**src/logic/dnc_gate_params.svh**
```systemverilog
// DNC interface gate sizes
// Scalar format, read head count and buffer depth shared by
// the sequencer, the buffer, the evaluator and the consumer

`ifndef DNC_GATE_PARAMS_SVH
`define DNC_GATE_PARAMS_SVH

// Q8.8 two's complement scalar
`define DNC_DATA_W 16
`define DNC_FRAC_W 8

// One free gate per read head
`define DNC_READ_HEADS 2
`define DNC_HEAD_W 1

// Entries waiting ahead of the evaluator
`define DNC_FIFO_DEPTH 4

`endif

```
**src/logic/dnc_gate_pkg.sv**
```systemverilog
// DNC interface gate types
// Gate opcodes tagged onto each raw scalar and the states of the
// scalar logistic evaluator

package dnc_gate_pkg;

  // Gate kind carried with every scalar
  // Reserved code is rejected by the sequencer
  typedef enum logic [1:0] {
    GATE_WRITE = 2'd0,
    GATE_ALLOC = 2'd1,
    GATE_FREE  = 2'd2,
    GATE_RSVD  = 2'd3
  } gate_op_t;

  // Evaluator walk, one state per cycle after start
  typedef enum logic [1:0] {
    LOG_IDLE     = 2'd0,
    LOG_CLASSIFY = 2'd1,
    LOG_SCALE    = 2'd2,
    LOG_FOLD     = 2'd3
  } logistic_state_t;

endpackage

```
**src/logic/dnc_gate_sequencer.sv**
```systemverilog
// DNC gate sequencer
// Checks each host scalar strobe against the gate rules and turns
// legal ones into buffer pushes in the same cycle. Illegal opcodes,
// out of range free heads and strobes while full are dropped, and
// raise sticky error flags held until reset

`timescale 1ns/1ns

`include "dnc_gate_params.svh"

module dnc_gate_sequencer (
  input  logic                    clk,
  input  logic                    rst_n,
  input  logic                    in_valid,
  input  dnc_gate_pkg::gate_op_t  in_op,
  input  logic [`DNC_HEAD_W-1:0]  in_head,
  input  logic [`DNC_DATA_W-1:0]  in_value,
  input  logic                    full,
  output logic                    push,
  output dnc_gate_pkg::gate_op_t  push_op,
  output logic [`DNC_HEAD_W-1:0]  push_head,
  output logic [`DNC_DATA_W-1:0]  push_value,
  output logic                    overflow,
  output logic                    bad_op
);

  import dnc_gate_pkg::*;

  logic is_free;
  logic head_bad;
  logic op_bad;
  logic legal;

  ////////////////////////////////////////////////////////////////////////////
  // Opcode and head checks
  ////////////////////////////////////////////////////////////////////////////

  assign is_free  = (in_op == GATE_FREE);
  // Free gate must name an existing read head
  assign head_bad = is_free &&
                    ({1'b0, in_head} >= (`DNC_HEAD_W + 1)'(`DNC_READ_HEADS));
  assign op_bad   = (in_op == GATE_RSVD) || head_bad;
  assign legal    = !op_bad;

  // Push straight through, written at the sampling edge
  assign push       = in_valid && legal && !full;
  assign push_op    = in_op;
  assign push_value = in_value;
  // Write and alloc gates are global, head forced to zero
  assign push_head  = is_free ? in_head : '0;

  ////////////////////////////////////////////////////////////////////////////
  // Sticky error flags
  ////////////////////////////////////////////////////////////////////////////

  always_ff @(posedge clk or negedge rst_n) begin
    if (!rst_n) begin
      overflow <= 1'b0;
      bad_op   <= 1'b0;
    end else begin
      // Strobe lost to a full buffer
      if (in_valid && full) begin
        overflow <= 1'b1;
      end
      // Strobe with an illegal tag
      if (in_valid && op_bad) begin
        bad_op <= 1'b1;
      end
    end
  end

endmodule

```
**src/logic/dnc_gate_fifo.sv**
```systemverilog
// DNC gate buffer
// Circular first-in first-out store of tagged gate scalars.
// Head entry shows on the read fields whenever empty is low;
// push and pop in one cycle are both taken

`timescale 1ns/1ns

`include "dnc_gate_params.svh"

module dnc_gate_fifo #(
  parameter int DEPTH = `DNC_FIFO_DEPTH
) (
  input  logic                    clk,
  input  logic                    rst_n,
  input  logic                    push,
  input  dnc_gate_pkg::gate_op_t  push_op,
  input  logic [`DNC_HEAD_W-1:0]  push_head,
  input  logic [`DNC_DATA_W-1:0]  push_value,
  input  logic                    pop,
  output dnc_gate_pkg::gate_op_t  pop_op,
  output logic [`DNC_HEAD_W-1:0]  pop_head,
  output logic [`DNC_DATA_W-1:0]  pop_value,
  output logic                    full,
  output logic                    empty
);

  import dnc_gate_pkg::*;

  localparam int PTR_W = (DEPTH > 1) ? $clog2(DEPTH) : 1;
  localparam int CNT_W = $clog2(DEPTH + 1);

  // Entry fields kept side by side
  gate_op_t               op_mem    [DEPTH];
  logic [`DNC_HEAD_W-1:0] head_mem  [DEPTH];
  logic [`DNC_DATA_W-1:0] value_mem [DEPTH];

  logic [PTR_W-1:0] wr_ptr;
  logic [PTR_W-1:0] rd_ptr;
  logic [CNT_W-1:0] count;
  logic             do_push;
  logic             do_pop;

  assign full    = (count == CNT_W'(DEPTH));
  assign empty   = (count == '0);
  assign do_push = push && !full;
  assign do_pop  = pop && !empty;

  // Head entry, read without a register stage
  assign pop_op    = op_mem[rd_ptr];
  assign pop_head  = head_mem[rd_ptr];
  assign pop_value = value_mem[rd_ptr];

  ////////////////////////////////////////////////////////////////////////////
  // Pointers and occupancy
  ////////////////////////////////////////////////////////////////////////////

  always_ff @(posedge clk or negedge rst_n) begin
    if (!rst_n) begin
      wr_ptr <= '0;
      rd_ptr <= '0;
      count  <= '0;
    end else begin
      if (do_push) begin
        // Wrap at DEPTH, not only at a power of two
        wr_ptr <= (wr_ptr == PTR_W'(DEPTH - 1)) ? '0 : wr_ptr + 1'b1;
      end
      if (do_pop) begin
        rd_ptr <= (rd_ptr == PTR_W'(DEPTH - 1)) ? '0 : rd_ptr + 1'b1;
      end
      case ({do_push, do_pop})
        2'b10:   count <= count + 1'b1;
        2'b01:   count <= count - 1'b1;
        default: count <= count;
      endcase
    end
  end

  // Storage write
  always_ff @(posedge clk) begin
    if (do_push) begin
      op_mem[wr_ptr]    <= push_op;
      head_mem[wr_ptr]  <= push_head;
      value_mem[wr_ptr] <= push_value;
    end
  end

endmodule

```
**src/logic/ntm_scalar_logistic.sv**
```systemverilog
// Scalar logistic evaluator
// Piecewise-linear sigmoid on a Q8.8 input. All slopes are powers
// of two, so the datapath is shifts and adds only. Start is taken
// in idle; ready and data_out come three cycles later, after the
// classify, scale and fold steps

`timescale 1ns/1ns

`include "dnc_gate_params.svh"

module ntm_scalar_logistic (
  input  logic                   clk,
  input  logic                   rst_n,
  input  logic                   start,
  input  logic [`DNC_DATA_W-1:0] data_in,
  output logic                   ready,
  output logic [`DNC_DATA_W-1:0] data_out
);

  import dnc_gate_pkg::*;

  localparam int W = `DNC_DATA_W;
  localparam int F = `DNC_FRAC_W;

  ////////////////////////////////////////////////////////////////////////////
  // Fixed-point constants
  ////////////////////////////////////////////////////////////////////////////

  localparam logic [W-1:0] FX_ONE   = W'(1 << F);
  localparam logic [W-1:0] FX_HALF  = W'(1 << (F - 1));
  // 0.625 and 0.84375
  localparam logic [W-1:0] OFS_MID  = W'((5 << F) >> 3);
  localparam logic [W-1:0] OFS_HIGH = W'((27 << F) >> 5);
  // Segment knees 2.375 and 5.0, lowest knee is FX_ONE
  localparam logic [W-1:0] KNEE_HI  = W'((19 << F) >> 3);
  localparam logic [W-1:0] KNEE_SAT = W'(5 << F);

  // Segment codes
  localparam logic [1:0] SEG_LOW  = 2'd0;
  localparam logic [1:0] SEG_MID  = 2'd1;
  localparam logic [1:0] SEG_HIGH = 2'd2;
  localparam logic [1:0] SEG_SAT  = 2'd3;

  logistic_state_t state_q;

  logic         sign_q;
  logic [W-1:0] mag_q;
  logic [1:0]   seg_q;
  logic [W-1:0] y_q;

  logic [W-1:0] mag_in;
  logic [1:0]   seg_next;

  // |x|, full negative range fits as unsigned
  assign mag_in = data_in[W-1] ? (~data_in + 1'b1) : data_in;

  // Segment of the magnitude
  always_comb begin
    if (mag_q >= KNEE_SAT) begin
      seg_next = SEG_SAT;
    end else if (mag_q >= KNEE_HI) begin
      seg_next = SEG_HIGH;
    end else if (mag_q >= FX_ONE) begin
      seg_next = SEG_MID;
    end else begin
      seg_next = SEG_LOW;
    end
  end

  ////////////////////////////////////////////////////////////////////////////
  // Control FSM
  ////////////////////////////////////////////////////////////////////////////

  always_ff @(posedge clk or negedge rst_n) begin
    if (!rst_n) begin
      state_q <= LOG_IDLE;
    end else begin
      case (state_q)
        LOG_IDLE:     if (start) state_q <= LOG_CLASSIFY;
        LOG_CLASSIFY: state_q <= LOG_SCALE;
        LOG_SCALE:    state_q <= LOG_FOLD;
        default:      state_q <= LOG_IDLE;
      endcase
    end
  end

  ////////////////////////////////////////////////////////////////////////////
  // Datapath
  ////////////////////////////////////////////////////////////////////////////

  always_ff @(posedge clk) begin
    // Capture sign and magnitude on start
    if (state_q == LOG_IDLE && start) begin
      sign_q <= data_in[W-1];
      mag_q  <= mag_in;
    end
    if (state_q == LOG_CLASSIFY) begin
      seg_q <= seg_next;
    end
    // Shift and add, shifts truncate
    if (state_q == LOG_SCALE) begin
      case (seg_q)
        SEG_LOW:  y_q <= (mag_q >> 2) + FX_HALF;
        SEG_MID:  y_q <= (mag_q >> 3) + OFS_MID;
        SEG_HIGH: y_q <= (mag_q >> 5) + OFS_HIGH;
        default:  y_q <= FX_ONE;
      endcase
    end
  end

  // Fold by symmetry, sigmoid(-x) = 1 - sigmoid(x)
  assign ready    = (state_q == LOG_FOLD);
  assign data_out = sign_q ? (FX_ONE - y_q) : y_q;

endmodule

```
**src/logic/dnc_interface_gates.sv**
```systemverilog
// DNC interface gate consumer
// Drains the gate buffer one entry at a time through the scalar
// logistic evaluator and publishes each result with its gate kind
// and head as a one-cycle valid pulse

`timescale 1ns/1ns

`include "dnc_gate_params.svh"

module dnc_interface_gates (
  input  logic                    clk,
  input  logic                    rst_n,
  input  logic                    empty,
  input  dnc_gate_pkg::gate_op_t  pop_op,
  input  logic [`DNC_HEAD_W-1:0]  pop_head,
  input  logic [`DNC_DATA_W-1:0]  pop_value,
  output logic                    pop,
  output logic                    gate_valid,
  output dnc_gate_pkg::gate_op_t  gate_op,
  output logic [`DNC_HEAD_W-1:0]  gate_head,
  output logic [`DNC_DATA_W-1:0]  gate_value
);

  import dnc_gate_pkg::*;

  // Evaluator handshake
  logic                   start_logistic;
  logic                   ready_logistic;
  logic [`DNC_DATA_W-1:0] data_out_logistic;

  // Entry in flight
  logic                   busy;
  gate_op_t               tag_op;
  logic [`DNC_HEAD_W-1:0] tag_head;

  ////////////////////////////////////////////////////////////////////////////
  // Issue
  ////////////////////////////////////////////////////////////////////////////

  // One scalar at a time, pop and start together
  assign pop            = !empty && !busy;
  assign start_logistic = pop;

  ntm_scalar_logistic u_logistic (
    .clk      (clk),
    .rst_n    (rst_n),
    .start    (start_logistic),
    .data_in  (pop_value),
    .ready    (ready_logistic),
    .data_out (data_out_logistic)
  );

  ////////////////////////////////////////////////////////////////////////////
  // Busy tracking and result publish
  ////////////////////////////////////////////////////////////////////////////

  always_ff @(posedge clk or negedge rst_n) begin
    if (!rst_n) begin
      busy       <= 1'b0;
      gate_valid <= 1'b0;
    end else begin
      // Ready never meets pop, busy is still set then
      if (ready_logistic) begin
        busy <= 1'b0;
      end else if (pop) begin
        busy <= 1'b1;
      end
      gate_valid <= ready_logistic;
    end
  end

  // Tag and result payload
  always_ff @(posedge clk) begin
    if (pop) begin
      tag_op   <= pop_op;
      tag_head <= pop_head;
    end
    if (ready_logistic) begin
      gate_op    <= tag_op;
      gate_head  <= tag_head;
      gate_value <= data_out_logistic;
    end
  end

endmodule

```
**src/logic/dnc_gate_top.sv**
```systemverilog
// DNC interface gate stage
// Host scalars pass the sequencer checks, wait in the gate buffer
// and go through the logistic consumer one at a time

`timescale 1ns/1ns

`include "dnc_gate_params.svh"

module dnc_gate_top (
  input  logic                    clk,
  input  logic                    rst_n,
  input  logic                    in_valid,
  input  dnc_gate_pkg::gate_op_t  in_op,
  input  logic [`DNC_HEAD_W-1:0]  in_head,
  input  logic [`DNC_DATA_W-1:0]  in_value,
  output logic                    full,
  output logic                    overflow,
  output logic                    bad_op,
  output logic                    gate_valid,
  output dnc_gate_pkg::gate_op_t  gate_op,
  output logic [`DNC_HEAD_W-1:0]  gate_head,
  output logic [`DNC_DATA_W-1:0]  gate_value
);

  import dnc_gate_pkg::*;

  // Sequencer to buffer
  logic                   push;
  gate_op_t               push_op;
  logic [`DNC_HEAD_W-1:0] push_head;
  logic [`DNC_DATA_W-1:0] push_value;

  // Buffer to consumer
  logic                   pop;
  logic                   empty;
  gate_op_t               pop_op;
  logic [`DNC_HEAD_W-1:0] pop_head;
  logic [`DNC_DATA_W-1:0] pop_value;

  ////////////////////////////////////////////////////////////////////////////
  // Producer, buffer and consumer
  ////////////////////////////////////////////////////////////////////////////

  dnc_gate_sequencer u_sequencer (
    .clk        (clk),
    .rst_n      (rst_n),
    .in_valid   (in_valid),
    .in_op      (in_op),
    .in_head    (in_head),
    .in_value   (in_value),
    .full       (full),
    .push       (push),
    .push_op    (push_op),
    .push_head  (push_head),
    .push_value (push_value),
    .overflow   (overflow),
    .bad_op     (bad_op)
  );

  dnc_gate_fifo #(
    .DEPTH (`DNC_FIFO_DEPTH)
  ) u_fifo (
    .clk        (clk),
    .rst_n      (rst_n),
    .push       (push),
    .push_op    (push_op),
    .push_head  (push_head),
    .push_value (push_value),
    .pop        (pop),
    .pop_op     (pop_op),
    .pop_head   (pop_head),
    .pop_value  (pop_value),
    .full       (full),
    .empty      (empty)
  );

  dnc_interface_gates u_gates (
    .clk        (clk),
    .rst_n      (rst_n),
    .empty      (empty),
    .pop_op     (pop_op),
    .pop_head   (pop_head),
    .pop_value  (pop_value),
    .pop        (pop),
    .gate_valid (gate_valid),
    .gate_op    (gate_op),
    .gate_head  (gate_head),
    .gate_value (gate_value)
  );

endmodule

```
**config.mk**
```make
export PLATFORM = sky130hd
export DESIGN_NAME = dnc_gate_top
export DESIGN_NICKNAME = d
export VERILOG_FILES = /design/src/logic/dnc_gate_pkg.sv /design/src/logic/dnc_gate_sequencer.sv /design/src/logic/dnc_gate_fifo.sv /design/src/logic/ntm_scalar_logistic.sv /design/src/logic/dnc_interface_gates.sv /design/src/logic/dnc_gate_top.sv
export VERILOG_INCLUDE_DIRS = /design/src /design/src/logic
export SDC_FILE = /design/constraint.sdc
export NUM_CORES = 1
export LEC_CHECK = 0
export BUFFER_PORTS_ARGS = -buffer_cell sky130_fd_sc_hd__buf_2
export CORE_MARGIN = 8
export CORE_UTILIZATION = 29
export CTS_CLUSTER_SIZE = 24
export DETAILED_ROUTE_END_ITERATION = 10
export HOLD_SLACK_MARGIN = 0.08
export PLACE_DENSITY = 0.43
export SLEW_MARGIN = 5
export SYNTH_ARGS = -nofsm -noshare
export SYNTH_HDL_FRONTEND = slang
export SYNTH_SLANG_ARGS = --single-unit
```
**constraint.sdc**
```tcl
create_clock -name clk -period 3.1 [get_ports clk]
set_input_delay 0.31 -clock clk [delete_from_list [all_inputs] [get_ports clk]]
set_output_delay 0.31 -clock clk [all_outputs]
set_load 0.02 [all_outputs]
```
# Word-level counts from Yosys, hierarchy flattened
# Memory sizes are Yosys's and may differ from the RTL's. A register that Yosys moved wholly into a read port is not among the register bits.
# Index checks and enable logic that the tools add are counted.
# totals
ff_bits	67
latch_bits	0
ramBits	76
mem_bits_ro	0
in_bits	22
output_inout_bits	23
word_cells	79
n_memories	3
# op_classes
add_sub_neg	9
n_mul	0
n_div	0
magnitude_cmp	3
eq_ne	13
n_shift	0
n_mux	15
n_bitwise	1
n_reduce_logical	18
# mem_list
name	words	word_bits	read_ports	rd_clocked_by_memory_dff	wr	line	rtl
u_fifo.value_mem	4	16	1	0	1	dnc_gate_fifo.sv:35	logic [`DNC_DATA_W-1:0] value_mem [DEPTH];
u_fifo.op_mem	4	2	1	1	1	dnc_gate_fifo.sv:33	gate_op_t op_mem [DEPTH];
u_fifo.head_mem	4	1	1	1	1	dnc_gate_fifo.sv:34	logic [`DNC_HEAD_W-1:0] head_mem [DEPTH];
# ops
operator	n
$pmux 15 s3	1
$add 16x1->16 const B	1
$eq 2x2->1 const B	8
$ge 16x10->1 const B	1
$ge 16x11->1 const B	1
$ge 16x9->1 const B	1
$mux 16	1
$not 16->16	1
$sub 9x16->16 const A	1
$add 14x8->15 const B	1
$mux 15	1
$add 13x8->14 const B	1
$add 11x8->12 const B	1
$logic_and 1x1->1	8
$mux 1	7
$eq 2x1->1 const B	3
$mux 2	3
$pmux 2 s3	1
$pmux 3 s2	1
$add 2x1->2 const B	2
$logic_not 1->1	4
$logic_not 2->1	2
$reduce_bool 2->1	2
$add 3x1->3 const B	1
other kinds (5)	5

# Logic depth before layout (Yosys ltp)
# Gate-level depths: netlist (run 1).
# depth
word_depth	7
mapped_depth	11
ltp_nobuf	10

# Hierarchy
# Synthesis (run 1) repeated with hierarchy kept, for this count alone.
# unflattened
hier_cells	458
area_unflattened_um2	6801.5
# modules_own_cells
mod	instances	cells_each	area_per_inst_um2	seq_area_each_um2
dnc_gate_fifo	1	139	3224.3	2457.4
ntm_scalar_logistic	1	266	2625.0	1071.0
dnc_interface_gates	1	27	726.9	710.7
dnc_gate_sequencer	1	26	225.2	50.0

# Worst setup path before layout (run 1)
# OpenSTA, ideal clock, no wires.
# synth_timing
path_kind	register to register
start	register u_gates.u_logistic.state_q[0]
end	register u_gates.u_logistic.mag_q[0] (enable)
setup_time_ns	0.412
t_arrival_ns	1.938
t_required_ns	2.688
slack_ns	0.750
path_stages_with_launch	5
n_path_buf	0
period_less_slack_ns	2.350
path_cell_list	dfrtp_1 inv_1 ha_1 inv_1 nor3_1
# synth_via
elab_chain_len	2
# synth_rtl
item	line	rtl
start: declaration	ntm_scalar_logistic.sv:44	logistic_state_t state_q;
start signal: assignment	ntm_scalar_logistic.sv:76	state_q <= LOG_IDLE;
start signal: assignment	ntm_scalar_logistic.sv:79	LOG_IDLE: if (start) state_q <= LOG_CLASSIFY;
start signal: assignment	ntm_scalar_logistic.sv:80	LOG_CLASSIFY: state_q <= LOG_SCALE;
$logic_not 2->1	ntm_scalar_logistic.sv:93	if (state_q == LOG_IDLE && start) begin
$logic_and 1x1->1	ntm_scalar_logistic.sv:93	
end signal: assignment	ntm_scalar_logistic.sv:95	mag_q <= mag_in;
end: declaration	ntm_scalar_logistic.sv:47	logic [W-1:0] mag_q;
# Every way passes these cells.
# A chain may end at the register's enable or synchronous reset.

# Final worst setup path (run 1)
# layout_timing
start	register u_fifo.rd_ptr[0]
end	register u_gates.u_logistic.mag_q[14], data pin
# layout_via
elab_chain_len	4
# layout_rtl
item	line	rtl
start: declaration	dnc_gate_fifo.sv:38	logic [PTR_W-1:0] rd_ptr;
start signal: assignment	dnc_gate_fifo.sv:68	rd_ptr <= (rd_ptr == PTR_W'(DEPTH - 1)) ? '0 : rd_ptr + 1'b1;
$mem_v2 4x16 (*)	-	
$not 16->16	ntm_scalar_logistic.sv:55	assign mag_in = data_in[W-1] ? (~data_in + 1'b1) : data_in;
$add 16x1->16	ntm_scalar_logistic.sv:55	
$mux 15 (*)	ntm_scalar_logistic.sv:55	
via u_gates.u_logistic.mag_in[14]	ntm_scalar_logistic.sv:51	logic [W-1:0] mag_in;
# The timed path passes the listed nets; every way through them passes the cells marked *.

==> results by group, run 1 <==
Status
  – Outcome: complete, no violations

Routing
  – Antenna viol nets, final: 0
  – Post-detailed-route wirelength per cell: 15.5 um
  – Via density per instance: between 4 and 5
  – Number of DRC markers in iteration 0: between 100 and 150
  – DRC viols: 0
  – Total via count in the routed design: approximately 3700
  – Total length of routed wires: 12500 um
  – Length of the first detailed-routing pass in iterations: 5

Synthesis
  – Synth async-reset ratio: under 10%
  – Simple-Gate Fraction of Synth Area: just over 7%
  – Cell Area, Synth: roughly 0.0065 mm2
  – Synth Area in Compound Gates: under 10%
  – Number of library cell types mapped by synthesis: 49
  – Proportion of synthesized area in mux cells: around 8%
  – Syn. warnings: 0
  – Synthesized area per cell: 14.7 um2
  – Post-synthesis xor/xnor area fraction: between 5 and 6%
  – Register bit total from synthesis: between 100 and 150
  – Largest family of logic cells by synthesized area: multiplexers
  – Proportion of synthesized chip area in sequential cells: 65.6%
  – Synth Area in Adders: 4.13%
  – Post-Syn Nets: roughly 490
  – Post-Synthesis Cells: ~450
  – EDFF count, synth: roughly 130
  – Most used DFF post-synth: sky130_fd_sc_hd__edfxtp_1

Placement
  – Weighted congestion at the end of routability-driven global placement: about 0.78
  – Post-detail-place hpwl: between 8000 and 9000 um
  – Pre-CTS worst setup slack: approximately 0.67 ns
  – Count of port buffers added during placement: 44

Setup path
  – CP Launch Point: u_fifo.rd_ptr[0]$_DFFE_PN0P_
  – Crit-path cells: buf_4, mux4_1, nor3_2, and3_1, a41oi_1, xor2_1
  – Reg2reg start: u_fifo.rd_ptr[0]$_DFFE_PN0P_
  – Capture point of the critical path: u_gates.u_logistic.mag_q[14]$_DFFE_PP_
  – Crit path capture type: flop
  – Critical path class: reg -> reg
  – Worst path required time: 3.27 ns
  – Count of cells along the worst register-to-register path: 6
  – Worst reg2reg setup slack: ~0.7 ns
  – Peak per-stage delay on the critical path: about 0.65 ns
  – CP arrival: between 2 and 3 ns
  – Terminus of the critical flop-to-flop path: u_gates.u_logistic.mag_q[14]$_DFFE_PP_
  – Largest fanout on the critical path: 15
  – Worst Setup Start Kind: flop
  – Slowest stage cell on the critical path: sky130_fd_sc_hd__mux4_1

Clocking
  – Post-CTS setup repair buffer count: 0
  – Clk sink count: between 100 and 150
  – Maximum level of the CTS H-tree: 4
  – Clock insertion delay at the later pin of the skew report: around 0.42 ns
  – CTS Buf Count: 17
  – Clock tree root buffer cell: sky130_fd_sc_hd__clkbuf_16
  – Clock tree from TritonCTS: done
  – Clock-pin slew on the worst setup and hold paths: roughly 0.070 ns
  – Maximum buffer depth of the clock tree: 2

Cells and area
  – Layout cell share with drive strength beyond 1: between 15 and 20%
  – Number of filler instances in the final layout: about 2100
  – Number of inserted diodes: 0
  – Area growth, synth to finish: 18.9%
  – Net total in the final layout: ~550

Floorplan
  – Site Rows: 55
  – Height of the die: approximately 170 um
  – Horizontal die dimension: 166 um
  – Initial core utilization: between 20 and 30%
  – Total Die Area: roughly 0.028 mm2
  – Std-Cell Core Area: ~0.022 mm2
  – Io pins: between 40 and 50

Worst hold path
  – Depth of the worst hold-timing path: 1
  – Hold Path Class: in -> reg

Global route
  – Global-route wire length before repair: between 20000 and 25000 um
  – Pin count of the biggest net entering global routing: 27
  – Initial antenna violation count: 0
  – Vias in the first global route: about 3900
  – Remaining global-route overflow: 0
  – Total GRT Usage: 9.56%

Power
  – Power density normalized to cell area: between 900 and 1000 mW/mm2
  – Worst IR Drop VDD: 375 uV
  – Static Leakage: 2.79 nW

STA
  – Number of hold violations in the final report: 0
  – Highest clock frequency the design can meet: slightly above 0.4 GHz
  – Setup tns final: 0 ns
  – Total setup violations reported at the end of the flow: 0
  – Worst slew margin relative to its limit: between 30% and 40%
  – Tcrit/Tclk final: between 70% and 80%
  – Slew Viols, Final: 0
  – Minimum clock period: ~2.4 ns
  – Unrepaired setup endpoints after global routing: false
  – Worst-Margin Slew: 0.952 ns
  – Final clock skew: approximately 0.0084 ns
  – Final worst setup slack: between 0.6 and 0.7 ns

Run
  – Max-capacitance violation count: 0
-- cell usage in the layout, fill, tap and decap left out, types with 3 or more instances in the layout --
master / synthesis / routed
sky130_fd_sc_hd__mux2_2: 3 / 3
sky130_fd_sc_hd__nand2_1: 23 / 23
sky130_fd_sc_hd__inv_1: 28 / 28
sky130_fd_sc_hd__a21oi_1: 21 / 21
sky130_fd_sc_hd__nor2_1: 35 / 35
sky130_fd_sc_hd__mux4_2: 9 / 9
sky130_fd_sc_hd__inv_8: 0 / 4
sky130_fd_sc_hd__nor4_1: 4 / 4
sky130_fd_sc_hd__o22ai_1: 7 / 7
sky130_fd_sc_hd__mux2i_1: 5 / 5
sky130_fd_sc_hd__and3_1: 3 / 3
sky130_fd_sc_hd__clkinv_8: 0 / 5
sky130_fd_sc_hd__edfxtp_1: 132 / 132
sky130_fd_sc_hd__xor2_1: 16 / 16
sky130_fd_sc_hd__and2_1: 4 / 4
sky130_fd_sc_hd__buf_2: 3 / 44
sky130_fd_sc_hd__o31ai_1: 3 / 3
sky130_fd_sc_hd__o21ai_0: 19 / 19
sky130_fd_sc_hd__or3_1: 5 / 5
sky130_fd_sc_hd__ha_1: 20 / 20
sky130_fd_sc_hd__dlygate4sd3_1: 0 / 5
sky130_fd_sc_hd__buf_4: 1 / 10
sky130_fd_sc_hd__dfrtp_1: 13 / 13
sky130_fd_sc_hd__clkbuf_16: 0 / 17
sky130_fd_sc_hd__mux4_1: 9 / 9
sky130_fd_sc_hd__xnor2_1: 26 / 26
sky130_fd_sc_hd__nor2b_1: 4 / 4
sky130_fd_sc_hd__nand4_1: 4 / 4
sky130_fd_sc_hd__nor3_1: 6 / 5
sky130_fd_sc_hd__inv_6: 0 / 3
sky130_fd_sc_hd__a31oi_1: 5 / 5
-- state kept, by name (all words and copies together) (netlist names) --
name	count
u_gates.u_logistic.state_q	2
u_gates.gate_valid	1
u_sequencer.bad_op	1
u_fifo.value_mem	64
u_fifo.op_mem	8
u_gates.u_logistic.seg_q	2
u_gates.u_logistic.mag_q	16
u_gates.u_logistic.y_q	15
u_fifo.rd_ptr	2
u_gates.tag_head	1
u_gates.gate_value	16
u_fifo.head_mem	4
u_fifo.count	3
u_gates.u_logistic.sign_q	1
u_gates.tag_op	2
u_gates.gate_op	2
u_gates.busy	1
u_fifo.wr_ptr	2
u_sequencer.overflow	1
u_gates.gate_head	1
-- critical path: cells and delay by family (launching register included) --
family	cells	cell delay (ns)
buffers and inverters	1	0.27
AO/OA/AOI/OAI	1	0.15
flip-flops	1	0.34
XOR/XNOR	1	0.17
multiplexers	1	0.65
AND/OR/NAND/NOR	2	0.58
-- cell usage after synthesis (5+ instances only) --
master	count	share of area (%)
sky130_fd_sc_hd__inv_1	28	1.6
sky130_fd_sc_hd__o21ai_0	19	1.5
sky130_fd_sc_hd__mux2i_1	5	0.77
sky130_fd_sc_hd__a21oi_1	21	1.6
sky130_fd_sc_hd__xnor2_1	26	3.5
sky130_fd_sc_hd__mux4_1	9	3.6
sky130_fd_sc_hd__xor2_1	16	2.1
sky130_fd_sc_hd__nor2_1	35	2.0
sky130_fd_sc_hd__mux4_2	9	3.1
sky130_fd_sc_hd__nand2_1	23	1.3
sky130_fd_sc_hd__ha_1	20	3.8
sky130_fd_sc_hd__or3_1	5	0.48
sky130_fd_sc_hd__a31oi_1	5	0.48
sky130_fd_sc_hd__o22ai_1	7	0.67
sky130_fd_sc_hd__clkbuf_1	12	0.69
sky130_fd_sc_hd__nor3_1	6	0.46
sky130_fd_sc_hd__edfxtp_1	132	61
sky130_fd_sc_hd__dfrtp_1	13	5.0
-- power by group --
part | internal (W) | switching (W)
combinational | 0.000866 | 0.00120
sequential | 0.00276 | 0.000257
clock | 0.00110 | 0.000959
total | 0.00472 | 0.00242
-- area by class of cell --
class | count | area [um2] | share of cell area (%)
multi-input combinational | 255 | 2060 | 26.6
timing repair buffer | 59 | 345 | 4.44
inverter | 28 | 105 | 1.35
sequential | 145 | 4290 | 55.2
tap | 285 | 357 | 4.59
clock inverter | 15 | 185 | 2.38
clock buffer | 17 | 425 | 5.47
-- routing by layer --
metal | track usage, % | routed length, um | up-vias
met1 | 11.0 | 5610 | 1800
met2 | 16.3 | 6150 | 65
met5 | 0 | 0 | -
li1 | - | - | 1798
met3 | 3.14 | 519 | 15
met4 | 3.79 | 197 | 0
-- worst min-delay path by stage --
stage,start,endpoint
2_1_floorplan,rst_n,u_fifo.count[0]$_DFFE_PN0P_
3_3_place_gp,rst_n,u_gates.gate_valid$_DFF_PN0_
3_5_place_dp,rst_n,u_gates.gate_valid$_DFF_PN0_
4_1_cts,in_value[11],u_fifo.value_mem[2][11]$_DFFE_PP_
5_1_grt,in_value[9],u_fifo.value_mem[1][9]$_DFFE_PP_
6_report,in_value[11],u_fifo.value_mem[2][11]$_DFFE_PP_
-- kinds of logic after synthesis --
kind of cell | count (synthesis)
flops | 145
buf+inv | 46
simple gates | 96
fa+ha+maj | 21
compound gates | 70
xor+xnor | 42
mux | 26
-- through the flow --
stage | power [W] | utilization [%] | hold slack, ns | cell area (um2) | cells
after floorplan | 0.00457 | - | 0.0144 | 6540 | 446
after detailed placement | 0.00518 | 31.8 | 0.236 | 7110 | 767
final | 0.00714 | 34.7 | 0.105 | 7770 | 804
after global routing | 0.00760 | 34.7 | 0.0803 | 7770 | 804
after global placement | 0.00513 | 31.8 | 0.230 | 7110 | 767
after CTS | 0.00728 | 34.7 | 0.0831 | 7770 | 804
-- repair_timing --
item                      in CTS  in global routing
hold endpoints to repair      29                  0
resized for setup              0                  0
hold buffers                   5                  0
Note: power is estimated with default switching activity, not from simulation.
==> inputs of run 2 (changes only) <==
==> constraint.sdc (replaced) <==
create_clock -name clk -period 2.4 [get_ports clk]
set_input_delay 0.24 -clock clk [delete_from_list [all_inputs] [get_ports clk]]
set_output_delay 0.24 -clock clk [all_outputs]
set_load 0.02 [all_outputs]
==> run 2 against run 1 <==
  * Critical path depth stayed put
  * Count of clock-buffer cells in the layout is the same
  * Combinational power increased by 37%
  * Register-to-register slack worse by 0.57 ns
  * Fmax up 5.8%
  * Flip-flop and latch count unchanged
  * Largest power group unchanged
  * Die area did not move
  * Sequential share of layout area is 2.0 points lower
  * Final area is 3.8% higher
  * Worst hold slack better by 0.11 ns
  * Non-clock buffer count increased by 26
  * Critical endpoint unchanged
==> results by group, run 2 (synthesis results as in run 1) <==
Setup path
  – Count of cells along the worst register-to-register path: 6 (unchanged)
  – Worst path required time: 2.56 ns (-0.71 ns)
  – Worst reg2reg setup slack: 0.12 ns (-0.57 ns)
  – Critical path class: reg -> reg
  – CP arrival: 2.44 ns (-0.14 ns)
  – Reg2reg start: u_fifo.rd_ptr[0]$_DFFE_PN0P_
  – Worst Setup Start Kind: flop
  – Crit path capture type: flop
  – Terminus of the critical flop-to-flop path: u_gates.u_logistic.mag_q[14]$_DFFE_PP_
  – Largest fanout on the critical path: 18 (+3)

STA
  – Worst-Margin Slew: 0.845 ns (-0.108 ns)
  – Unrepaired setup endpoints after global routing: false
  – Worst slew margin relative to its limit: 43.7% (+7.2 points)
  – Minimum clock period: 2.28 ns (-0.132 ns)
  – Final clock skew: 0.00881 ns (+0.000414 ns)
  – Tcrit/Tclk final: 95.0% (+17 points)
  – Hold slack final: 0.217 ns (+0.112 ns)
  – Total setup violations reported at the end of the flow: 0 (unchanged)
  – Slew Viols, Final: 0 (unchanged)
  – Setup tns final: 0 ns (unchanged)
  – Highest clock frequency the design can meet: 0.438 GHz (+5.8%)
  – Number of hold violations in the final report: 0 (unchanged)

Worst hold path
  – Hold Path Class: in -> reg
  – WHS Endpoint: u_fifo.head_mem[2]$_DFFE_PP_
  – Hold_sp: in_head
  – Depth of the worst hold-timing path: 3 (+2)

Routing
  – Antenna viol nets, final: 0 (unchanged)
  – Total length of routed wires: 12400 um (-0.75%)
  – Number of DRC markers in iteration 0: 159 (+14%)
  – Total via count in the routed design: 3740 (+1.7%)
  – DRC viols: 0 (unchanged)
  – Via density per instance: 4.51 (-1.5%)
  – Length of the first detailed-routing pass in iterations: 4 (-1)
  – Post-detailed-route wirelength per cell: 14.9 um (-3.9%)

Clocking
  – Maximum level of the CTS H-tree: 4 (unchanged)
  – Maximum buffer depth of the clock tree: 2 (unchanged)
  – CTS Buf Count: 17 (unchanged)
  – Post-CTS setup repair buffer count: 0 (unchanged)
  – Clock-pin slew on the worst setup and hold paths: 0.07 ns (about the same)
  – Clock tree root buffer cell: sky130_fd_sc_hd__clkbuf_16
  – Clk sink count: 145 (unchanged)
  – Clock tree from TritonCTS: done
  – Clock insertion delay at the later pin of the skew report: 0.42 ns (about the same)

Cells and area
  – Layout cell share with drive strength beyond 1: 21.3% (+1.4 points)
  – Core occupancy in the finished layout: 36.1% (+1.3 points)
  – Area growth, synth to finish: 23.4%
  – Max reg flops: 64 (unchanged)
  – Number of filler instances in the final layout: 2114 (-0.89%)
  – Number of inserted diodes: 0 (unchanged)
  – Commonest non-fill, non-tap cell in the layout: sky130_fd_sc_hd__edfxtp_1
  – Biggest register: u_fifo.value_mem
  – Largest registers ranked by flip-flop count: u_fifo.value_mem (64), u_gates.gate_value (16), u_gates.u_logistic.mag_q (16)
  – Commonest cells after routing, fill and taps aside: sky130_fd_sc_hd__edfxtp_1, sky130_fd_sc_hd__buf_2, sky130_fd_sc_hd__nor2_1
  – Net total in the final layout: 575 (+4.7%)

Power
  – Power density normalized to cell area: 1190 mW/mm2 (+29%)
  – Worst IR Drop VDD: 511 uV (+36%)
  – Static Leakage: 2.94 nW (+5.1%)
  – Total power after layout: 0.00958 W (+34%)

Floorplan
  – Std-Cell Core Area: 0.0224 mm2 (unchanged)
  – Initial core utilization: 29.2% (unchanged)
  – Total Die Area: 0.0276 mm2 (unchanged)
  – Horizontal die dimension: 166 um (unchanged)
  – Site Rows: 55 (unchanged)
  – Height of the die: 166 um (unchanged)
  – Io pins: 45 (unchanged)

Global route
  – Remaining global-route overflow: 0 (unchanged)
  – Met1 demand-to-capacity share in global routing: 11.0% (+0.058 points)
  – Global-route wire length before repair: 20400 um (-2.0%)
  – Vias in the first global route: 3935 (+0.051%)
  – Met2 GRT Util: 15.8% (-0.54 points)
  – Pin count of the biggest net entering global routing: 27 (unchanged)
  – Initial antenna violation count: 0 (unchanged)
  – Global route hottest layer: met2
  – Fraction of met3 tracks used by global routing: 3.00% (-0.14 points)
  – Total GRT Usage: 9.38% (-0.18 points)

Placement
  – Post-detail-place hpwl: 8720 um (+1.7%)
  – Count of port buffers added during placement: 44 (unchanged)
  – Weighted congestion at the end of routability-driven global placement: 0.788 (+0.65%)

Run
  – Max-capacitance violation count: 0 (unchanged)

Status
  – Outcome: complete, no violations
## run 2: changes by cell type in the layout (fill, tap and decap cells not counted), sizes merged
cell         change
dlygate4sd3     +15
clkinv           -3
buf             +11
bufinv           +3
## run 2: per-stage QoR
step           instances  setup slack, ns  cell area, um2
2_1_floorplan        446           0.0496            6540
3_3_place_gp         778           0.0824            7220
3_5_place_dp         778          0.00344            7220
4_1_cts              830          0.00792            8060
5_1_grt              830          0.00456            8070
6_report             830            0.119            8070
## run 2: worst max path at each step
stage | to | start
finish | u_gates.u_logistic.mag_q[14]$_DFFE_PP_ | u_fifo.rd_ptr[0]$_DFFE_PN0P_
global route | u_gates.u_logistic.mag_q[14]$_DFFE_PP_ | u_fifo.rd_ptr[0]$_DFFE_PN0P_
CTS | u_gates.u_logistic.mag_q[14]$_DFFE_PP_ | u_fifo.rd_ptr[0]$_DFFE_PN0P_
detailed placement | u_gates.u_logistic.mag_q[14]$_DFFE_PP_ | u_fifo.rd_ptr[0]$_DFFE_PN0P_
global placement | u_gates.u_logistic.mag_q[14]$_DFFE_PP_ | u_fifo.rd_ptr[0]$_DFFE_PN0P_
floorplan | u_gates.u_logistic.mag_q[0]$_DFFE_PP_ | u_gates.u_logistic.state_q[0]$_DFFE_PN0P_
## run 2: what timing repair did
item,CTS,global route
endpoints found under the hold margin,85,0
hold buffers,20,0
setup endpoints to repair,1,5
gates resized for setup,1,2
## run 2: where the power goes
group          total [W]  switching (W)  internal (W)  leakage (nW)
sequential       0.00389       0.000330       0.00356          1.36
combinational    0.00284        0.00158       0.00127          1.27
clock            0.00285        0.00115       0.00170         0.312
## run 2: final cells by class
cell class,instances,area [um2],area share [%]
sequential,145,4290,53.2
tap,285,357,4.42
clock buffer,17,425,5.27
timing repair buffer,85,603,7.48
clock inverter,15,219,2.71
inverter,28,105,1.30
multi-input combinational,255,2070,25.6
## run 2: routing by layer
| metal | share of wire [%] | vias to the layer above |
|---|---|---|
| met5 | 0 | - |
| met4 | 1.6 | 0 |
| met3 | 4.1 | 20 |
| met2 | 48 | 77 |
| met1 | 46 | 1796 |
| li1 | - | 1847 |
## run 2: critical path: stages, from the launching register on
cell and delay [ns]:
sky130_fd_sc_hd__dfrtp_1 0.40, sky130_fd_sc_hd__buf_12 0.19, sky130_fd_sc_hd__mux4_1 0.63, sky130_fd_sc_hd__nor3_4 0.22, sky130_fd_sc_hd__and3_2 0.26, sky130_fd_sc_hd__a41oi_1 0.14, sky130_fd_sc_hd__xor2_1 0.18
